$ cat src/aes_pkg.sv
package aes_pkg;

    typedef logic [127:0] block_t;  // State, plaintext, ciphertext or keystream
    typedef logic [127:0] key_t;    // Cipher key or round key
    typedef logic [95:0]  iv_t;     // GCM initialization vector
    typedef logic [127:0] ctr_t;    // IV followed by 32-bit block counter
    typedef logic [127:0] bypass_t; // Header word, passed through untouched
    typedef logic [3:0]   round_t;  // Round index 0..10

    typedef enum logic
    {
        IDLE,
        ROUND
    } core_state_t;

    localparam round_t      NUM_ROUNDS = 4'd10;  // AES-128
    localparam logic [31:0] CTR_START  = 32'd2;  // First data block per GCM, J0 + 1

    // Forward S-box, entry 0 in the top byte
    localparam logic [2047:0] SBOX =
    {
        128'h637c777bf26b6fc53001672bfed7ab76,
        128'hca82c97dfa5947f0add4a2af9ca472c0,
        128'hb7fd9326363ff7cc34a5e5f171d83115,
        128'h04c723c31896059a071280e2eb27b275,
        128'h09832c1a1b6e5aa0523bd6b329e32f84,
        128'h53d100ed20fcb15b6acbbe394a4c58cf,
        128'hd0efaafb434d338545f9027f503c9fa8,
        128'h51a3408f929d38f5bcb6da2110fff3d2,
        128'hcd0c13ec5f974417c4a77e3d645d1973,
        128'h60814fdc222a908846eeb814de5e0bdb,
        128'he0323a0a4906245cc2d3ac629195e479,
        128'he7c8376d8dd54ea96c56f4ea657aae08,
        128'hba78252e1ca6b4c6e8dd741f4bbd8b8a,
        128'h703eb5664803f60e613557b986c11d9e,
        128'he1f8981169d98e949b1e87e9ce5528df,
        128'h8ca1890dbfe6426841992d0fb054bb16
    };

    function automatic logic [7:0] sbox_byte(input logic [7:0] b);
        return SBOX[2047 - 8 * int'(b) -: 8];  // Byte b of the table
    endfunction

    function automatic logic [31:0] sub_word(input logic [31:0] w);
        logic [31:0] r;
        for (int i = 0; i < 4; i++)
        begin
            r[31 - 8 * i -: 8] = sbox_byte(w[31 - 8 * i -: 8]);
        end
        return r;
    endfunction

    function automatic block_t sub_bytes(input block_t s);
        block_t r;
        for (int i = 0; i < 16; i++)
        begin
            r[127 - 8 * i -: 8] = sbox_byte(s[127 - 8 * i -: 8]);
        end
        return r;
    endfunction

    // Byte i sits at row i%4, column i/4; row r rotates left by r
    function automatic block_t shift_rows(input block_t s);
        block_t r;
        int     src;
        for (int c = 0; c < 4; c++)
        begin
            for (int row = 0; row < 4; row++)
            begin
                src = row + 4 * ((c + row) % 4);  // Source byte index
                r[127 - 8 * (row + 4 * c) -: 8] = s[127 - 8 * src -: 8];
            end
        end
        return r;
    endfunction

    function automatic logic [7:0] xtime(input logic [7:0] b);
        return {b[6:0], 1'b0} ^ (b[7] ? 8'h1b : 8'h00);  // Multiply by x in GF(2^8)
    endfunction

    function automatic block_t mix_columns(input block_t s);
        block_t     r;
        logic [7:0] a0;
        logic [7:0] a1;
        logic [7:0] a2;
        logic [7:0] a3;
        for (int c = 0; c < 4; c++)
        begin
            a0 = s[127 - 32 * c -: 8];
            a1 = s[119 - 32 * c -: 8];
            a2 = s[111 - 32 * c -: 8];
            a3 = s[103 - 32 * c -: 8];
            // Rows of the {02 03 01 01} circulant
            r[127 - 32 * c -: 8] = xtime(a0) ^ xtime(a1) ^ a1 ^ a2 ^ a3;
            r[119 - 32 * c -: 8] = a0 ^ xtime(a1) ^ xtime(a2) ^ a2 ^ a3;
            r[111 - 32 * c -: 8] = a0 ^ a1 ^ xtime(a2) ^ xtime(a3) ^ a3;
            r[103 - 32 * c -: 8] = xtime(a0) ^ a0 ^ a1 ^ a2 ^ xtime(a3);
        end
        return r;
    endfunction

    // Round constant for key expansion step 1..10
    function automatic logic [7:0] rcon_byte(input round_t rnd);
        logic [7:0] r;
        case (rnd)
            4'd1:    r = 8'h01;
            4'd2:    r = 8'h02;
            4'd3:    r = 8'h04;
            4'd4:    r = 8'h08;
            4'd5:    r = 8'h10;
            4'd6:    r = 8'h20;
            4'd7:    r = 8'h40;
            4'd8:    r = 8'h80;
            4'd9:    r = 8'h1b;
            4'd10:   r = 8'h36;
            default: r = 8'h00;  // Round 0 has no expansion step
        endcase
        return r;
    endfunction

endpackage

$ cat src/gcm_output_stage.sv
`timescale 1ns/1ps

module gcm_output_stage (
    input  logic             clk,
    input  logic             i_reset,
    input  logic             i_capture,      // Block accepted
    input  logic             i_last,
    input  aes_pkg::block_t  i_plain_text,
    input  aes_pkg::bypass_t i_bypass_text,
    input  logic             i_done,         // Keystream ready
    input  aes_pkg::block_t  i_keystream,
    output aes_pkg::block_t  o_cipher_text,
    output aes_pkg::bypass_t o_bypass_text,
    output logic             o_last,
    output logic             o_cp_ready      // One cycle, outputs valid
);
    import aes_pkg::*;

    block_t  plain_q;   // Plaintext waiting for keystream
    bypass_t bypass_q;  // Header word of the same block
    logic    last_q;

    // Hold block data while the core runs
    always_ff @(posedge clk)
    begin
        if (i_capture)
        begin
            plain_q  <= i_plain_text;
            bypass_q <= i_bypass_text;
            last_q   <= i_last;
        end
    end

    always_ff @(posedge clk)
    begin
        if (i_reset)
        begin
            o_cipher_text <= '0;
            o_bypass_text <= '0;
            o_last        <= 1'b0;
            o_cp_ready    <= 1'b0;
        end
        else
        begin
            o_cp_ready <= i_done;
            if (i_done)
            begin
                o_cipher_text <= plain_q ^ i_keystream;  // CTR encryption
                o_bypass_text <= bypass_q;
                o_last        <= last_q;
            end
        end
    end

endmodule

$ cat config.mk
export PLATFORM = sky130hd
export DESIGN_NAME = gcm_output_stage
export DESIGN_NICKNAME = d
export VERILOG_FILES = /design/src/aes_pkg.sv /design/src/gcm_output_stage.sv
export SDC_FILE = /design/constraint.sdc
export NUM_CORES = 1
export LEC_CHECK = 0
export ABC_AREA = 1
export BUFFER_PORTS_ARGS = -buffer_cell sky130_fd_sc_hd__buf_2
export CAP_MARGIN = 10
export CORE_AREA = 3 3 253 255
export DETAILED_ROUTE_END_ITERATION = 8
export DIE_AREA = 0 0 256 258
export RECOVER_POWER = 25
export SLEW_MARGIN = 20
export SYNTH_ARGS = -nofsm -noshare
export SYNTH_HDL_FRONTEND = slang
export SYNTH_SLANG_ARGS = --single-unit
$ cat constraint.sdc
create_clock -name clk -period 1.2 [get_ports clk]
set_clock_uncertainty 0.2 [all_clocks]
set_input_delay 0 -clock clk [delete_from_list [all_inputs] [get_ports clk]]
set_output_delay 0 -clock clk [all_outputs]
set_load 0.005 [all_outputs]
== After elaboration in Yosys (flattened, before gate mapping) ==
Index checks and enable logic that the tools add are counted.

* Flip-flop bits (word level): 515
* Input port bits: 389
* Word-level logic and storage cells: 8

* Bitwise logic cells: 1

{| class="wikitable"
|+ Operators by type and width
! cell !! count
|-
| $xor A128 B128 Y128 || 1
|}

== Logic depth before layout (Yosys ltp) ==
Gate-level depths: netlist of run 1.

* Depth in word-level cells: 1
* Depth in mapped cells: 7
* Mapped depth without buffers: 5

== Worst setup path after synthesis of run 1 ==
No wires, ideal clock.

* Path kind: input-to-reg
* Start point: input i_done
* End point: register o_cipher_text[34]
* Library setup time: 109 ps
* Arrival time: 644 ps
* Setup slack: 247 ps
* Cell stages on the path: 7
* Buffers on the path: 3
* Cells stage by stage: buf_4 buf_6 buf_4 nor2_1 nor2_1 nand2_1 inv_1

{| class="wikitable"
|+ RTL lines
! item !! line !! text
|-
| start, declared || gcm_output_stage.sv:10 || <nowiki>input logic i_done,</nowiki>
|-
| end signal, assigned || gcm_output_stage.sv:48 || <nowiki>o_cipher_text <= plain_q ^ i_keystream;</nowiki>
|-
| end, declared || gcm_output_stage.sv:12 || <nowiki>output aes_pkg::block_t o_cipher_text,</nowiki>
|}

== Worst setup path in the final report of run 1 ==
* Start point: input i_capture
* End point: register plain_q[51], enable pin

{| class="wikitable"
|+ RTL lines
! item !! line !! text
|-
| start, declared || gcm_output_stage.sv:6 || <nowiki>input logic i_capture,</nowiki>
|-
| end signal, assigned || gcm_output_stage.sv:28 || <nowiki>plain_q <= i_plain_text;</nowiki>
|-
| end, declared || gcm_output_stage.sv:19 || <nowiki>block_t plain_q;</nowiki>
|}

No word-level cell between the ends.

==> results.md, run 1 <==
- Hold path endpoint: o_cipher_text[118]$_SDFFE_PP0P_
- Core Rows: 91
- Longest Clk Path Bufs: 3
- Most frequent cells in the layout: 669 x dlygate4sd3_1, 639 x nand2_1, 434 x buf_2
- Synth area leader: edfxtp_1
- Delay-heaviest family, CP: buffers and inverters
- Failing checks: negative setup slack
- Leakage: 16.89 nW
- Buffers and inverters on the worst path: 4
- Core Region: slightly above 60000 sq um
- CP peak stage delay: around 530 ps
- CTS tree: built
- Pre-CTS WS: slightly above 60 ps
- Worst EP arrival: between 1000 and 1500 ps
- IO buf count: 646
- Post-DP HPWL: roughly 43 mm
- Max Fclk: between 0.7 and 0.8 GHz
- Core Util, Final: 56.67%
- Synth Instances: between 2k and 2.5k
- Number of CTS-inserted buffers: 55
- Unrepaired setup endpoints after global routing: yes
- Finished Layout Cells: about 4.5k
- Crit-path max FO: 15
- Sw Pwr: 11.43 mW
- Min-Delay Path Depth: 6
- Worst-path clk slew: roughly 60 ps
- Layout cells sized above 1: 31.45%
- Final hold violations: 0
- Mean post-synth cell area: about 9 sq um
- CP Launch Type: input port
- RR Startpoint: plain_q[45]$_DFFE_PP_
- Post-synthesis sequential area ratio: 65.98%
- Synth top area share: 39.53%
- Top cells by area, synth: edfxtp_1 40%, dfxtp_1 26%, nand2_1 12%
- Worst Setup End Kind: register
- Worst relative slew slack: around three quarters
- Hold crit path type: in2reg
- WL/cell: ~18 microns
- Tot Pwr: ~46 mW
- Reg2Reg Depth: 4
- Critical Path Slowest Stage Cell: dlygate4sd3_1
- Setup CP Type: in2reg
- Min-Delay Startpoint: i_keystream[118]
- Gate power share: between 10% and 20%
- Die ar.: ~66000 sq um
- Vias in the first global route: about 21k
- Die height: ~260 microns
- # placed instances: ~3.6k
- Final #Nets: about 3.9k
- Crit-path cells: dlygate4sd3_1 > clkbuf_1 > clkbuf_4 > buf_4
- Global-route wire length before repair: around 110 mm
- Initial antenna violation count: 14
- Final period util: 109.4%
- Worst-margin pin slew: between 300 and 400 ps
- Boundary Pins: around 650
- Max VDD drop: approximately 1.4 mV
- Number of DRC markers in iteration 0: 1408
- Slew Limit Fails: 0
- Detail Route Antenna Nets: 0
- Max-cap violation count: 0
- Routed WL: 78.74 mm
- CTS sink cnt: around 500
- Switching share of total power: roughly a quarter
- Reg2Reg Setup Slack: roughly 30 ps
- Vias per Instance: 4.490
- GRT Total Usage: between 20% and 30%
- Power Density: 1307 nW/um^2
- Sequential power share: a little under half
- Via Count: 19.99k
- CTS H-Tree Depth: 2
- Initial Util: a little under a third
- Fin worst setup slack: -112.6 ps
- Filler Cell Count: approximately 4.7k
- Hold WS: approximately 39 ps
- Die width: between 200 and 300 microns
- Yosys reg bits: 515
- FF-to-FF End: o_cipher_text[45]$_SDFFE_PP0P_
- Worst skew pair latency: ~630 ps
- Min Tclk post-route: between 1000 and 1500 ps
- GRT overflow: 0
- CP required: roughly 1300 ps
- Net Count, Synth: 2531
- Proportion of power drawn by the clock network: a little under 40%
- First-pass DRT Iterations: 6
- DRC errors left: 0
- # setup viols final: between 400 and 500
- Synthesized area: around 20000 sq um
- Worst Setup SP: i_capture
- GPL Wtd Cong: between 0.8 and 0.9
- Cell-internal power: 34.36 mW
- Root buffer cell: clkbuf_16
- Most common cell after layout, fill and taps aside: dlygate4sd3_1
- Status: finished, violations left
- Largest net degree at the start of global routing: 62
- Distinct cell type count after synthesis: 12
- Ys Warns: 0
- Layout overhead on the synthesized area: 79.45%
[repair_timing]
action | 4_1_cts | 5_1_grt
buffers inserted | 17 | 32
pin swaps | 0 | 10
gates cloned | 0 | 4
resized for setup | 441 | 63
hold endpoints to repair | 772 | 1
hold buffers | 671 | 1
endpoints found under the setup margin | 258 | 275
[power groups by stage]
stage	Clock [mW]	Combinational (mW)	Sequential, mW
2_1_floorplan	0	1.74	20.8
3_3_place_gp	0	4.00	20.8
3_5_place_dp	0	4.07	20.8
4_1_cts	18.1	6.33	20.6
5_1_grt	19.1	7.48	20.9
6_report	18.1	6.93	20.8
[per-stage QoR]
step | setup TNS [ps] | area, sq um
after detailed placement | 0 | 24270
after floorplan | 0 | 19520
after global routing | -45980 | 35030
after global placement | 0 | 24270
final | -24030 | 35030
after CTS | -23470 | 34420
[synthesized netlist by cell type]
master	number
buf_2	47
dfxtp_1	258
nor2_1	257
buf_6	12
nand3_1	128
inv_2	1
clkbuf_1	10
a21oi_1	129
inv_1	384
buf_4	17
edfxtp_1	257
nand2_1	642
[state kept, by name, summed over array words and instances, names as in the netlist]
name           flops
o_cipher_text    128
bypass_q         128
o_cp_ready         1
o_last             1
o_bypass_text    128
plain_q          128
last_q             1
[final cells by class]
cell class / count / area, sq um / share of cell area, %
timing repair buffer: 1442 / 12670 / 36.18
inverter: 385 / 1446 / 4.128
antenna: 13 / 32.53 / 0.09285
sequential: 515 / 13210 / 37.72
clock inverter: 25 / 280.3 / 0.8000
clock buffer: 79 / 1639 / 4.678
tap: 837 / 1047 / 2.989
multi-input combinational: 1156 / 4701 / 13.42
[cell families after synthesis]
group	after synthesis	share of synthesized area (%)
buf+inv	471	10.14
simple gates	1027	20.57
flops	515	65.98
compound gates	129	3.307
[worst register-to-register path, delay by kind of cell (launching register included)]
kind / cells / cell delay, ps
buffers and inverters: 1 / 40
and+or+nand+nor: 3 / 390
DFF: 1 / 430
[per-layer routing]
| layer | share of wire, % | routed length [microns] | vias to the layer above | GRT usage (%) |
|---|---|---|---|---|
| met1 | 36 | 28370 | 9296 | 23.16 |
| met2 | 50 | 39590 | 963 | 39.06 |
| met3 | 7.5 | 5890 | 315 | 5.531 |
| li1 | - | - | 9410 | - |
| met5 | 0.029 | 23 | - | 0 |
| met4 | 6.2 | 4868 | 4 | 12.07 |
[how the worst max path moves through the flow]
stage,endpoint,slack (ps),cells after the start
global route,o_bypass_text[119]$_SDFFE_PP0P_,-170,6
detailed placement,o_cipher_text[42]$_SDFFE_PP0P_,60,7
finish,plain_q[51]$_DFFE_PP_,-110,4
CTS,o_bypass_text[70],-140,1
floorplan,o_cipher_text[34]$_SDFFE_PP0P_,250,7
global placement,o_cipher_text[42]$_SDFFE_PP0P_,40,7
Power figures use the tool's default switching activity.
==> run 2, diff against run 1 <==
PLACE_DENSITY = 0.58   (was default)
==> run 2 against run 1 <==
Against the previous run:
- sequential share of layout area increased by 0.50 points
- the run still ends with negative setup slack left
- sequential power about the same
- hold slack got worse by 1.0 ps
- cell count decreased by 0.52%
- critical path type is now reg2out
- fmax increased by 0.55%
- die area unchanged
- utilization decreased by 0.72 points
- non-clock buffer count decreased by 21
- combinational power decreased by 3.0%
- critical path depth decreased by 3
==> results.md, run 2 (synthesis results as in run 1) <==
- Status: finished, violations left
- Failing checks: negative setup slack
- Die height: 258 microns (unchanged)
- GPL Wtd Cong: 0.8454 (-1.9%)
- Die ar.: 66050 sq um (unchanged)
- Routed WL: 75.64 mm (-3.9%)
- Most frequent cells in the layout: 665 x dlygate4sd3_1, 642 x nand2_1, 423 x buf_2
- Buffers and inverters on the worst path: 1 (-3)
- Crit-path cells: buf_6
- Worst skew pair latency: 630 ps (about the same)
- Max Fclk: 0.7660 GHz (+0.55%)
- Worst relative slew slack: 65.13% (-10 points)
- Power Density: 1279 nW/um^2 (-2.2%)
- Hold crit path type: in2reg
- Max-cap violation count: 0 (unchanged)
- Boundary Pins: 647 (unchanged)
- Longest Clk Path Bufs: 3 (unchanged)
- Min Tclk post-route: 1305 ps (-7.195 ps)
- Final #Nets: 3923 (-0.53%)
- Number of CTS-inserted buffers: 55 (unchanged)
- DRC errors left: 0 (unchanged)
- Setup CP Type: reg2out
- Top sig layer: met5
- CTS tree: built
- Initial antenna violation count: 11 (-3)
- Wl on met1: 27.49 mm (-3.1%)
- Worst EP arrival: 1110 ps (-310 ps)
- Final period util: 108.8% (-0.60 points)
- Met3 Wirelength: 5.734 mm (-2.6%)
- Filler Cell Count: 4825 (+2.4%)
- Slew Limit Fails: 0 (unchanged)
- Area of the multi-input gates: 4666 sq um (-0.75%)
- Vias in the first global route: 20.17k (-2.3%)
- Worst Setup End Kind: output pin
- Max VDD drop: 1.125 mV (-19%)
- CP Launch Type: register
- Sw Pwr: 11.01 mW (-3.6%)
- Detail Route Antenna Nets: 0 (unchanged)
- Vias per Instance: 4.471 (-0.42%)
- Initial Util: 31.58% (unchanged)
- Post-DP HPWL: 43.73 mm (+1.0%)
- Die width: 256 microns (unchanged)
- Unrepaired setup endpoints after global routing: yes
- CTS H-Tree Depth: 2 (unchanged)
- Gate power share: 15.2% (about the same)
- Root buffer cell: clkbuf_16
- Delay-heaviest family, CP: flip-flops
- # placed instances: 3614 (+0.028%)
- Final hold violations: 0 (unchanged)
- Critical Path Slowest Stage Cell: dfxtp_2
- Core Rows: 91 (unchanged)
- Largest net degree at the start of global routing: 56 (-9.7%)
- Placed cell area: 24210 sq um (-0.23%)
- Layout overhead on the synthesized area: 77.18%
- Most common cell after layout, fill and taps aside: dlygate4sd3_1
- WL/cell: 17.08 microns (-3.4%)
- GRT Total Usage: 21.14% (-0.53 points)
- CP required: 1000 ps (-310 ps)
- Sequential cell area: 13220 sq um (about the same)
- Core Region: 61830 sq um (unchanged)
- Cell-internal power: 33.23 mW (-3.3%)
- Routed wl met2: 38.03 mm (-3.9%)
- Finished Layout Cells: 4429 (-0.52%)
- Fin worst setup slack: -105.4 ps (+7.195 ps)
- Sequential power share: 46.9% (+1.6 points)
- Number of DRC markers in iteration 0: 1499 (+6.5%)
- Global-route wire length before repair: 111.4 mm (-1.9%)
- Switching share of total power: 24.90% (-0.060 points)
- IO buf count: 646 (unchanged)
- Worst-margin pin slew: 523.0 ps (+153.0 ps)
- CP peak stage delay: 360 ps (-170 ps)
- Leakage: 16.63 nW (-1.5%)
- CTS sink cnt: 515 (unchanged)
- Layout cells sized above 1: 30.59% (-0.87 points)
- Via Count: 19.80k (-0.93%)
- GRT overflow: 0 (unchanged)
- First-pass DRT Iterations: 5 (-1)
- Proportion of power drawn by the clock network: 37.9% (-1.6 points)
- # setup viols final: 425 (-7.6%)
- Worst-path clk slew: 70 ps (about the same)
- Design area: 34590 sq um (-1.3%)
- Crit-path max FO: 2 (-13)
-- run 2: cell count changes in the layout (fill, tap and decap cells not counted), moves of 6 or more --
cell	before	now
buf_2	434	423
clkbuf_8	14	8
buf_4	83	75
buf_6	213	225
buf_12	27	21
-- run 2: what timing repair did --
item                                    CTS  global route
endpoints found under the hold margin   772             0
hold buffers                            671             0
gates cloned                              0             1
resized for setup                       453            52
setup buffers                             8            26
pin swaps                                 0             6
endpoints found under the setup margin  258           271
-- run 2: area by class of cell --
type | instances | area share [%]
sequential | 515 | 38.22
antenna | 12 | 0.08681
multi-input combinational | 1156 | 13.49
inverter | 385 | 4.185
clock buffer | 78 | 4.431
clock inverter | 25 | 0.6764
tap | 837 | 3.027
timing repair buffer | 1421 | 35.89
-- run 2: routing by layer --
layer	global-route usage, %	up-vias
met3	5.472	278
met5	0	-
met1	23.14	9255
li1	-	9353
met2	38.11	914
met4	10.25	2
-- run 2: power by group through the flow --
| stage | combinational [mW] | sequential, mW | clock (mW) |
|---|---|---|---|
| 6_report | 6.72 | 20.7 | 16.8 |
| 5_1_grt | 7.28 | 20.9 | 17.8 |
| 4_1_cts | 6.30 | 20.6 | 17.0 |
| 3_5_place_dp | 4.06 | 20.8 | 0 |
| 3_3_place_gp | 4.01 | 20.8 | 0 |
| 2_1_floorplan | 1.74 | 20.8 | 0 |
-- run 2: worst paths after layout --
path | from | to | slack [ps] | cells after the start
min reg2reg | o_bypass_text[82]$_SDFFE_PP0P_ | o_bypass_text[82]$_SDFFE_PP0P_ | 250 | 2
min | i_keystream[115] | o_cipher_text[115]$_SDFFE_PP0P_ | 40 | 6
max reg2reg | plain_q[85]$_DFFE_PP_ | o_cipher_text[85]$_SDFFE_PP0P_ | 100 | 4
max | o_bypass_text[7]$_SDFFE_PP0P_ | o_bypass_text[7] | -110 | 1
-- run 2: tightest hold or removal path, stage by stage --
cell and delay [ps]:
dlygate4sd3_1 530, buf_2 110, nand2_1 50, nand3_1 60, nand2_1 50, inv_1 40
-- run 2: per-stage QoR --
step	total power [mW]	util (%)	hold WS [ps]	setup TNS, ps	worst slack [ps]
after floorplan	22.50	-	-101.1	0	247.3
after detailed placement	24.86	39.16	-21.91	0	63.67
after CTS	43.93	55.31	0.06484	-23700	-141.4
final	44.24	55.95	38.31	-19490	-105.4
after global placement	24.78	39.16	-23.83	0	102.0
after global routing	45.97	55.94	46.26	-32010	-142.7
