--- src/aes_pkg.sv ---
package aes_pkg;

    typedef logic [127:0] block_t;  // State, plaintext, ciphertext or keystream
    typedef logic [127:0] key_t;    // Cipher key or round key
    typedef logic [95:0]  iv_t;     // GCM initialization vector
    typedef logic [127:0] ctr_t;    // IV followed by 32-bit block counter
    typedef logic [127:0] bypass_t; // Header word, passed through untouched
    typedef logic [3:0]   round_t;  // Round index 0..10

    typedef enum logic
    {
        IDLE,
        ROUND
    } core_state_t;

    localparam round_t      NUM_ROUNDS = 4'd10;  // AES-128
    localparam logic [31:0] CTR_START  = 32'd2;  // First data block per GCM, J0 + 1

    // Forward S-box, entry 0 in the top byte
    localparam logic [2047:0] SBOX =
    {
        128'h637c777bf26b6fc53001672bfed7ab76,
        128'hca82c97dfa5947f0add4a2af9ca472c0,
        128'hb7fd9326363ff7cc34a5e5f171d83115,
        128'h04c723c31896059a071280e2eb27b275,
        128'h09832c1a1b6e5aa0523bd6b329e32f84,
        128'h53d100ed20fcb15b6acbbe394a4c58cf,
        128'hd0efaafb434d338545f9027f503c9fa8,
        128'h51a3408f929d38f5bcb6da2110fff3d2,
        128'hcd0c13ec5f974417c4a77e3d645d1973,
        128'h60814fdc222a908846eeb814de5e0bdb,
        128'he0323a0a4906245cc2d3ac629195e479,
        128'he7c8376d8dd54ea96c56f4ea657aae08,
        128'hba78252e1ca6b4c6e8dd741f4bbd8b8a,
        128'h703eb5664803f60e613557b986c11d9e,
        128'he1f8981169d98e949b1e87e9ce5528df,
        128'h8ca1890dbfe6426841992d0fb054bb16
    };

    function automatic logic [7:0] sbox_byte(input logic [7:0] b);
        return SBOX[2047 - 8 * int'(b) -: 8];  // Byte b of the table
    endfunction

    function automatic logic [31:0] sub_word(input logic [31:0] w);
        logic [31:0] r;
        for (int i = 0; i < 4; i++)
        begin
            r[31 - 8 * i -: 8] = sbox_byte(w[31 - 8 * i -: 8]);
        end
        return r;
    endfunction

    function automatic block_t sub_bytes(input block_t s);
        block_t r;
        for (int i = 0; i < 16; i++)
        begin
            r[127 - 8 * i -: 8] = sbox_byte(s[127 - 8 * i -: 8]);
        end
        return r;
    endfunction

    // Byte i sits at row i%4, column i/4; row r rotates left by r
    function automatic block_t shift_rows(input block_t s);
        block_t r;
        int     src;
        for (int c = 0; c < 4; c++)
        begin
            for (int row = 0; row < 4; row++)
            begin
                src = row + 4 * ((c + row) % 4);  // Source byte index
                r[127 - 8 * (row + 4 * c) -: 8] = s[127 - 8 * src -: 8];
            end
        end
        return r;
    endfunction

    function automatic logic [7:0] xtime(input logic [7:0] b);
        return {b[6:0], 1'b0} ^ (b[7] ? 8'h1b : 8'h00);  // Multiply by x in GF(2^8)
    endfunction

    function automatic block_t mix_columns(input block_t s);
        block_t     r;
        logic [7:0] a0;
        logic [7:0] a1;
        logic [7:0] a2;
        logic [7:0] a3;
        for (int c = 0; c < 4; c++)
        begin
            a0 = s[127 - 32 * c -: 8];
            a1 = s[119 - 32 * c -: 8];
            a2 = s[111 - 32 * c -: 8];
            a3 = s[103 - 32 * c -: 8];
            // Rows of the {02 03 01 01} circulant
            r[127 - 32 * c -: 8] = xtime(a0) ^ xtime(a1) ^ a1 ^ a2 ^ a3;
            r[119 - 32 * c -: 8] = a0 ^ xtime(a1) ^ xtime(a2) ^ a2 ^ a3;
            r[111 - 32 * c -: 8] = a0 ^ a1 ^ xtime(a2) ^ xtime(a3) ^ a3;
            r[103 - 32 * c -: 8] = xtime(a0) ^ a0 ^ a1 ^ a2 ^ xtime(a3);
        end
        return r;
    endfunction

    // Round constant for key expansion step 1..10
    function automatic logic [7:0] rcon_byte(input round_t rnd);
        logic [7:0] r;
        case (rnd)
            4'd1:    r = 8'h01;
            4'd2:    r = 8'h02;
            4'd3:    r = 8'h04;
            4'd4:    r = 8'h08;
            4'd5:    r = 8'h10;
            4'd6:    r = 8'h20;
            4'd7:    r = 8'h40;
            4'd8:    r = 8'h80;
            4'd9:    r = 8'h1b;
            4'd10:   r = 8'h36;
            default: r = 8'h00;  // Round 0 has no expansion step
        endcase
        return r;
    endfunction

endpackage

--- src/ctr_config.sv ---
`timescale 1ns/1ps

module ctr_config (
    input  logic           clk,
    input  logic           i_reset,
    input  logic           i_valid,      // One block offered
    input  logic           i_new,        // First block of a message
    input  logic           i_last,       // Final block of a message
    input  aes_pkg::key_t  i_key,
    input  aes_pkg::iv_t   i_iv,
    input  logic           i_core_busy,
    output logic           o_start,      // Accepted block, same cycle
    output aes_pkg::key_t  o_key,
    output aes_pkg::ctr_t  o_ctr,
    output logic           o_last
);
    import aes_pkg::*;

    key_t        key_q;   // Message key
    iv_t         iv_q;    // Message IV
    logic [31:0] cnt_q;   // Counter for the next block
    logic        open_q;  // Message in progress

    logic        accept;

    // New message always accepted, continuation only while open
    assign accept  = i_valid && (i_new || open_q);
    assign o_start = accept;
    assign o_last  = i_last;

    // First block bypasses the registers so the core starts at once
    assign o_key = i_new ? i_key : key_q;
    assign o_ctr = i_new ? {i_iv, CTR_START} : {iv_q, cnt_q};

    always_ff @(posedge clk)
    begin
        if (i_reset)
        begin
            open_q <= 1'b0;
        end
        else if (accept)
        begin
            open_q <= !i_last;  // Last block closes the message
        end
    end

    always_ff @(posedge clk)
    begin
        if (accept)
        begin
            if (i_new)
            begin
                key_q <= i_key;
                iv_q  <= i_iv;
                cnt_q <= CTR_START + 32'd1;  // Second block uses 3
            end
            else
            begin
                cnt_q <= cnt_q + 32'd1;  // Wraps modulo 2^32
            end
        end
    end

    // Source must wait for the previous block to leave
    a_no_valid_when_busy: assert property (@(posedge clk) disable iff (i_reset)
        i_valid |-> !i_core_busy);

    // Core raises busy two edges after the start strobe
    a_start_then_busy: assert property (@(posedge clk) disable iff (i_reset)
        o_start |-> !i_core_busy ##2 i_core_busy);

endmodule

--- config.mk ---
export PLATFORM = sky130hd
export DESIGN_NAME = ctr_config
export DESIGN_NICKNAME = d
export VERILOG_FILES = /design/src/aes_pkg.sv /design/src/ctr_config.sv
export SDC_FILE = /design/constraint.sdc
export NUM_CORES = 1
export LEC_CHECK = 0
export ABC_AREA = 1
export BUFFER_PORTS_ARGS = -buffer_cell sky130_fd_sc_hd__clkbuf_2
export CAP_MARGIN = 5
export CORE_AREA = 2 2 188 190
export DETAILED_ROUTE_END_ITERATION = 8
export DIE_AREA = 0 0 190 192
export REMOVE_ABC_BUFFERS = 1
export SYNTH_ARGS = -nofsm -noshare
export SYNTH_HDL_FRONTEND = slang
export SYNTH_SLANG_ARGS = --single-unit
export TNS_END_PERCENT = 50
--- constraint.sdc ---
create_clock -name clk -period 22.5 [get_ports clk]
set_clock_uncertainty 0.2 [all_clocks]
set_input_delay 4.5 -clock clk [delete_from_list [all_inputs] [get_ports clk]]
set_output_delay 4.5 -clock clk [all_outputs]
set_load 0.01 [all_outputs]
# Yosys cells after proc, flatten, opt, wreduce, memory -nomap -nowiden
# Cells that the tools add are included.
[word_totals]
register_bits = 257
output_inout_bits = 258
elab_cells = 11
[classes]
addsub = 1
n_mux = 2
reduce_logical = 4
[op_table]
columns = ["cell", "n"]
rows = [
  ["2-to-1 mux 128 bit", 2],
  ["adder 32 x 1 -> 32 bit, second input constant", 1],
  ["AND reduction 2 bit", 1],
  ["logical AND 1 bit", 1],
  ["logical NOT 1 bit", 1],
  ["logical OR 1 bit", 1],
]

# Longest topological paths before layout
# Gate-level depths: netlist (run 1).
[logic_depth]
ltp_word = 3
depth_mapped = 8
ltp_nobuf = 8

# Worst setup path after synthesis (run 1)
# Ideal clock, no wire load.
[synth_timing]
kind = "input -> register"
from = "input i_new"
to = "register iv_q[0] (enable)"
setup_ns = 0.550
arrival_ns = 12.619
slack_ns = 9.131
stages = 4
n_path_buf = 1
path_cell_list = "buf_2 > o21a_1 > inv_1 > nor2_1"
[synth_between]
elab_chain_len = 3
[synth_lines]
columns = ["item", "line_no", "source"]
rows = [
  ["from (decl)", "ctr_config.sv:7", "input logic i_new,"],
  ["logical OR 1 bit", "ctr_config.sv:27", "assign accept = i_valid && (i_new || open_q);"],
  ["logical AND 1 bit", "ctr_config.sv:27", ""],
  ["named net o_start", "ctr_config.sv:12", "output logic o_start,"],
  ["AND reduction 2 bit (no line)", "-", ""],
  ["to (signal assigned)", "ctr_config.sv:54", "iv_q <= i_iv;"],
  ["to (decl)", "ctr_config.sv:20", "iv_t iv_q;"],
]
# The timed path passes the listed nets, and every way through them passes these cells.
# A chain may end at the register's enable or synchronous reset.

# Worst setup path after layout (run 1)
[layout_timing]
from = "input i_new"
to = "output o_ctr[105]"
[layout_between]
elab_chain_len = 1
[layout_lines]
columns = ["item", "line_no", "source"]
rows = [
  ["2-to-1 mux 128 bit", "ctr_config.sv:33", "assign o_ctr = i_new ? {i_iv, CTR_START} : {iv_q, cnt_q};"],
  ["to (decl)", "ctr_config.sv:14", "output aes_pkg::ctr_t o_ctr,"],
]
# No other way between the ends.

==> results by group, run 1 <==
Die
  – Die area: between 30,000 and 40,000 µm²
  – Chip Width: 190 µm
  – Core box area: about 34,000 µm²
  – Chip height: ~190 µm
  – Initial core utilization: 0.3416
  – Row cnt: between 60 and 70
  – # IOs: roughly 490

Finish
  – Synth-to-layout area growth: 32.20%
  – Share of cells above drive strength 1: 0.3177
  – Finished Cell Area: around 15,000 µm²
  – Fillers: between 3k and 4k
  – N_diodes: 0
  – Non-Filler Instances: 2,202
  – Final Net Count: 1,956

Setup path
  – Critical Path Sink Type: output port
  – Reg-to-reg startpoint: open_q$_SDFFE_PP0P_
  – Worst Setup SP: i_new
  – WS Path Type: in -> out
  – Req. time, crit path: between 15 and 20 ns
  – CP startpoint kind: input port
  – Crit path DAT: around 7 ns
  – Maximum net fanout on the critical path: ~120

Yosys
  – Area leader, netlist: edfxtp_1
  – Post-synthesis simple-gate area fraction: 0.2863
  – Largest family of logic cells by synthesized area: simple AND/OR/NAND/NOR gates
  – Post-synthesis mux area share: 0
  – Async set-reset flop share out of synthesis: 0
  – Avg Inst Size Synth: around 9.3 µm²
  – Count leader, synth: nand2_1
  – Register area share after synthesis: 0.6580
  – Synth area leaders: edfxtp_1 66%, nand2_1 23%, nor2_1 2.7%
  – Post-synth top cells: 732 x nand2_1, 256 x edfxtp_1, 83 x nor2_1
  – Mapped Cells: between 1k and 1.5k
  – Post-synthesis cell area: 11,710 µm²
  – Top_reg_cell synth: edfxtp_1
  – Xor/xnor share of the synthesized area: 0.001496
  – Post-synthesis adder-cell area fraction: 0.001068
  – Synth warn: 0
  – Cell variety after synth: 25
  – Synth top area share: 0.6563
  – Post-synth EDFFs: 256
  – Synth Area in Compound Gates: 0.01602
  – Synth Register Bits: between 200 and 300

Clocking
  – CTS Sinks: roughly 260
  – # H-tree levels: 1
  – Clock tree from TritonCTS: done
  – CTS Hold Buffers Added: 0
  – Num CTS Buffers: 30
  – Root buffer cell: clkbuf_16
  – Reg clk slew, reported paths: about 0.06 ns
  – Clock Tree Buf Depth: 3
  – Post-CTS Setup Bufs: 0
  – Resized cells post-CTS: 0
  – Worst-Skew Late Latency: approximately 0.55 ns

Global route
  – Pin count of the biggest net entering global routing: ~130
  – Vias in the first global route: approximately 9.4k
  – Initial antenna violation count: 1
  – First-pass GRT wire length: a little over 50,000 µm
  – Grt total ovfl: 0
  – GRT Util Overall: 0.1752

Timing
  – RSZ-0062 raised after global routing: false
  – Worst slew pin tran: about 1 ns
  – Final hold violation count: 0
  – Setup_tns: 0 ns
  – Min Tclk post-route: approximately 12 ns
  – Crit share post-route: 0.5182
  – Pins Over Slew Limit: 0
  – Final setup vio count: 0
  – Relative slew margins: 0.3304
  – Final worst slack: 10.84 ns
  – Maximum clock frequency: approximately 86 MHz

Placement
  – Placed cell count: 2,148
  – Gpl congestion: roughly 0.87
  – IO buf count: approximately 490
  – Post-DP HPWL: around 24,000 µm
  – Post-Place Worst Slack: roughly 11 ns
  – Post-placement cell area: approximately 15,000 µm²

Run
  – Max-cap viol count: 0

Min path
  – Hold Startpoint: open_q$_SDFFE_PP0P_
  – Hold crit path type: reg -> reg

Route
  – Initial DRC Count: approximately 560
  – Via count: 9,775
  – Wirelength per Cell: approximately 15 µm
  – Post-Route WL: around 33,000 µm
  – Vias per cell: around 4.4
  – Pre-Repair DR Iteration Count: 5
  – Number of remaining DRC errors: 0
  – Detail Route Antenna Nets: 0

Pwr
  – PD cells: ~77 nW/µm²
  – Leakage power: between 7 and 8 nW
  – Max rail drop VDD: between 0.05 and 0.06 mV

Outcome
  – Status: completed
critical path, stage by stage:
cell and delay (ns):
clkbuf_8 0.41, inv_6 0.62, buf_4 0.86, nand2_1 0.16, nand2_1 0.12, clkbuf_2 0.13
sequential cells by signal, indices dropped and copies added (netlist names):
register and count:
iv_q 96, open_q 1, cnt_q 32, key_q 128
cells in the final DEF (no fill, tap or decap), types with 2 or more instances in the layout:
master	count
clkbuf_1	6
o21ai_0	8
nor2_4	9
or2_2	2
o21ai_1	2
bufinv_16	3
nand2_2	4
clkbuf_2	485
inv_1	45
inv_6	2
clkbuf_16	31
nor2_1	82
and3_1	2
a21oi_1	23
edfxtp_1	256
nand3_1	16
clkinv_2	3
buf_4	7
nand2_4	2
nand2_1	732
clkinv_1	10
nor3_1	4
nor2_2	5
xor2_1	2
cell type report:
cell class | count | area [µm²] | share of cell area
Inverter | 46 | 177.7 | 0.01147
Clock buffer | 37 | 798.3 | 0.05156
Tap cell | 455 | 569.3 | 0.03677
Multi-Input combinational cell | 897 | 3586 | 0.2316
Clock inverter | 17 | 151.4 | 0.009778
Sequential cell | 257 | 7707 | 0.4978
Timing Repair Buffer | 493 | 2494 | 0.1611
worst paths after layout:
| path | to | slack, ns | depth (start not counted) |
|---|---|---|---|
| worst max-delay path | o_ctr[105] | 10.84 | 6 |
| worst min-delay path | open_q$_SDFFE_PP0P_ | 0.32 | 2 |
| worst max register to register | iv_q[25]$_DFFE_PP_ | 19.45 | 4 |
| worst min register to register | open_q$_SDFFE_PP0P_ | 0.32 | 2 |
stage by stage:
stage	utilization	power, mW	hold WS [ns]
2_1_floorplan	-	0.6553	0.2695
3_3_place_gp	0.4239	0.7307	0.2947
3_5_place_dp	0.4239	0.7329	0.3090
4_1_cts	0.4516	1.211	0.3171
5_1_grt	0.4516	1.247	0.3369
6_report	0.4516	1.197	0.3204
power breakdown:
part / switching, mW / total (mW) / internal [mW] / leakage [nW]
sequential: 0.00881 / 0.568 / 0.560 / 2.43
combinational: 0.0977 / 0.152 / 0.0547 / 4.68
clock: 0.193 / 0.477 / 0.283 / 0.463
total: 0.300 / 1.20 / 0.898 / 7.57
cell families after synthesis:
group / count (synthesis)
and+or+nand+nor: 858
xor gates and xnor gates: 2
adders and majority gates: 1
DFF: 257
AOI/OAI and AO/OA: 36
buffers and inverters: 103
per-layer routing:
layer  GRT usage  routed length (µm)  up-vias  share of wire
met5           0                  11        -        0.00033
met4     0.06589                1039        2          0.031
met3     0.04586                2391       65          0.071
met2      0.3024               16560      310           0.49
met1      0.2102               13490     4390           0.40
li1            -                   -     5008              -
Note: power is estimated with default switching activity, not from simulation.
==> inputs of run 2 (changes only) <==
Settings changed: CORE_AREA 2 2 188 190 to 2 2 187 189, DIE_AREA 0 0 190 192 to 0 0 189 191.
Clock period 22.5 ns to 9.9 ns, I/O delays scaled along.
==> run 2 against run 1 <==
  * Sequential share of layout area increased by 0.25 points
  * Wire length decreased by 1.2%
  * Critical path depth unchanged
  * Via count about the same
  * Total power increased by 120%
  * Cell count decreased by 0.18%
  * Critical path type unchanged
==> results by group, run 2 (synthesized netlist as in run 1, its figures left out) <==
Finish
  – Most frequent cells in the layout: 732 x nand2_1, 485 x clkbuf_2, 256 x edfxtp_1
  – N_diodes: 0 (unchanged)
  – Register Area: 7707 µm² (unchanged)
  – Multi-input gate area: 3586 µm² (unchanged)
  – Final Net Count: 1,953 (-0.15%)
  – Fillers: 3,396 (-1.1%)
  – Share of cells above drive strength 1: 0.3173 (-0.0004184)
  – Biggest regs: key_q (128), iv_q (96), cnt_q (32)
  – Non-Filler Instances: 2,198 (-0.18%)
  – Biggest register: key_q
  – Max FFs per register: 128 (unchanged)
  – Synth-to-layout area growth: 31.52%
  – Commonest non-fill, non-tap cell in the layout: nand2_1

Placement
  – Post-DP HPWL: 23,720 µm (-0.19%)
  – Gpl congestion: 0.8737 (+0.84%)
  – IO buf count: 486 (unchanged)
  – Placed cell count: 2,146 (-0.093%)
  – Post-Place Worst Slack: 3.618 ns (-7.160 ns)

Die
  – Initial core utilization: 0.3433 (+0.001704)
  – Chip Width: 189 µm (-0.53%)
  – Chip height: 191 µm (-0.52%)
  – Core box area: 34,120 µm² (-0.50%)
  – # IOs: 488 (unchanged)
  – Die area: 36,100 µm² (-1.0%)
  – Row cnt: 68 (unchanged)

Clocking
  – CTS Sinks: 257 (unchanged)
  – Worst-Skew Late Latency: 0.55 ns (about the same)
  – # H-tree levels: 1 (unchanged)
  – Resized cells post-CTS: 0 (unchanged)
  – Reg clk slew, reported paths: 0.06 ns (about the same)
  – Root buffer cell: clkbuf_16
  – CTS Hold Buffers Added: 0 (unchanged)
  – Post-CTS Setup Bufs: 0 (unchanged)
  – Clock Tree Buf Depth: 3 (unchanged)
  – Clock tree from TritonCTS: done
  – Num CTS Buffers: 29 (-3.3%)

Route
  – Detail Route Antenna Nets: 0 (unchanged)
  – Post-Route WL: 33,100 µm (-1.2%)
  – Number of remaining DRC errors: 0 (unchanged)
  – Via count: 9,766 (-0.092%)
  – Pre-Repair DR Iteration Count: 5 (unchanged)
  – Initial DRC Count: 554 (-1.8%)
  – Vias per cell: 4.443 (about the same)
  – Wirelength per Cell: 15.06 µm (-0.98%)

Pwr
  – Max rail drop VDD: 0.1197 mV (+130%)
  – Leakage power: 7.522 nW (-0.63%)
  – PD cells: 170.6 nW/µm² (+120%)

Timing
  – Setup_tns: 0 ns (unchanged)
  – Final hold violation count: 0 (unchanged)
  – RSZ-0062 raised after global routing: false
  – Final setup vio count: 0 (unchanged)
  – Min Tclk post-route: 6.256 ns
  – Worst slew pin tran: 1.088 ns (+0.08392 ns)
  – Pins Over Slew Limit: 0 (unchanged)
  – Final worst slack: 3.644 ns (-7.197 ns)
  – Maximum clock frequency: 159.9 MHz
  – Crit share post-route: 0.6319
  – Relative slew margins: 0.2745 (-0.05595)

Global route
  – Initial antenna violation count: 0 (-1)
  – GRT Util Overall: 0.1763 (+0.001083)
  – Pin count of the biggest net entering global routing: 186 (+49%)
  – Grt total ovfl: 0 (unchanged)
  – Vias in the first global route: 9,342 (-0.45%)
  – First-pass GRT wire length: 50,840 µm (+1.0%)

Setup path
  – Crit path DAT: 4.08 ns (-2.88 ns)
  – CP startpoint kind: input port
  – WS Path Type: in -> out
  – Req. time, crit path: 7.72 ns (-10.08 ns)
  – Maximum net fanout on the critical path: 148 (+19%)
  – Critical Path Sink Type: output port

Outcome
  – Status: completed

Min path
  – Hold crit path type: reg -> reg

Run
  – Max-cap viol count: 0 (unchanged)
## run 2: critical path, stage by stage
cell	delay [ns]
clkbuf_8	0.27
inv_6	0.63
buf_12	0.49
nand2_1	0.13
nand2_1	0.15
clkbuf_2	0.15
## run 2: through the flow
step / instance area, µm² / utilization / hold slack (ns) / power (mW)
finish: 15400 / 0.4515 / 0.3108 / 2.629
global route: 15400 / 0.4515 / 0.3578 / 2.744
CTS: 15400 / 0.4515 / 0.3111 / 2.661
detailed placement: 14540 / 0.4263 / 0.3022 / 1.666
global placement: 14540 / 0.4263 / 0.2927 / 1.660
floorplan: 11450 / - / 0.2695 / 1.489
## run 2: power by group
group	leakage [nW]	internal [mW]	total, mW	switching (mW)
Clock	0.416	0.560	0.989	0.429
Combinational	4.68	0.125	0.348	0.223
Sequential	2.43	1.27	1.29	0.0201
Total	7.52	1.96	2.63	0.672
## run 2: routing by layer
layer  global-route usage  wire length, µm  up-vias
met5                    0                0        -
met2               0.2988            16400      296
met3              0.03819             2061       47
li1                     -                -     4994
met4              0.05769              838        0
met1               0.2245            13800     4429
## run 2: final cells by class
| type | count | share of cell area |
|---|---|---|
| clock buffer | 34 | 0.04833 |
| multi-input combinational | 897 | 0.2328 |
| timing repair buffer | 491 | 0.1625 |
| inverter | 46 | 0.01153 |
| clock inverter | 18 | 0.007554 |
| sequential | 257 | 0.5003 |
| tap | 455 | 0.03696 |
## run 2: worst paths after layout
kind	from	to	slack, ns	cells after the start
setup / recovery	i_new	o_key[101]	3.64	6
hold / removal	open_q$_SDFFE_PP0P_	open_q$_SDFFE_PP0P_	0.31	2
setup reg to reg	open_q$_SDFFE_PP0P_	iv_q[33]$_DFFE_PP_	6.10	5
hold reg to reg	open_q$_SDFFE_PP0P_	open_q$_SDFFE_PP0P_	0.31	2
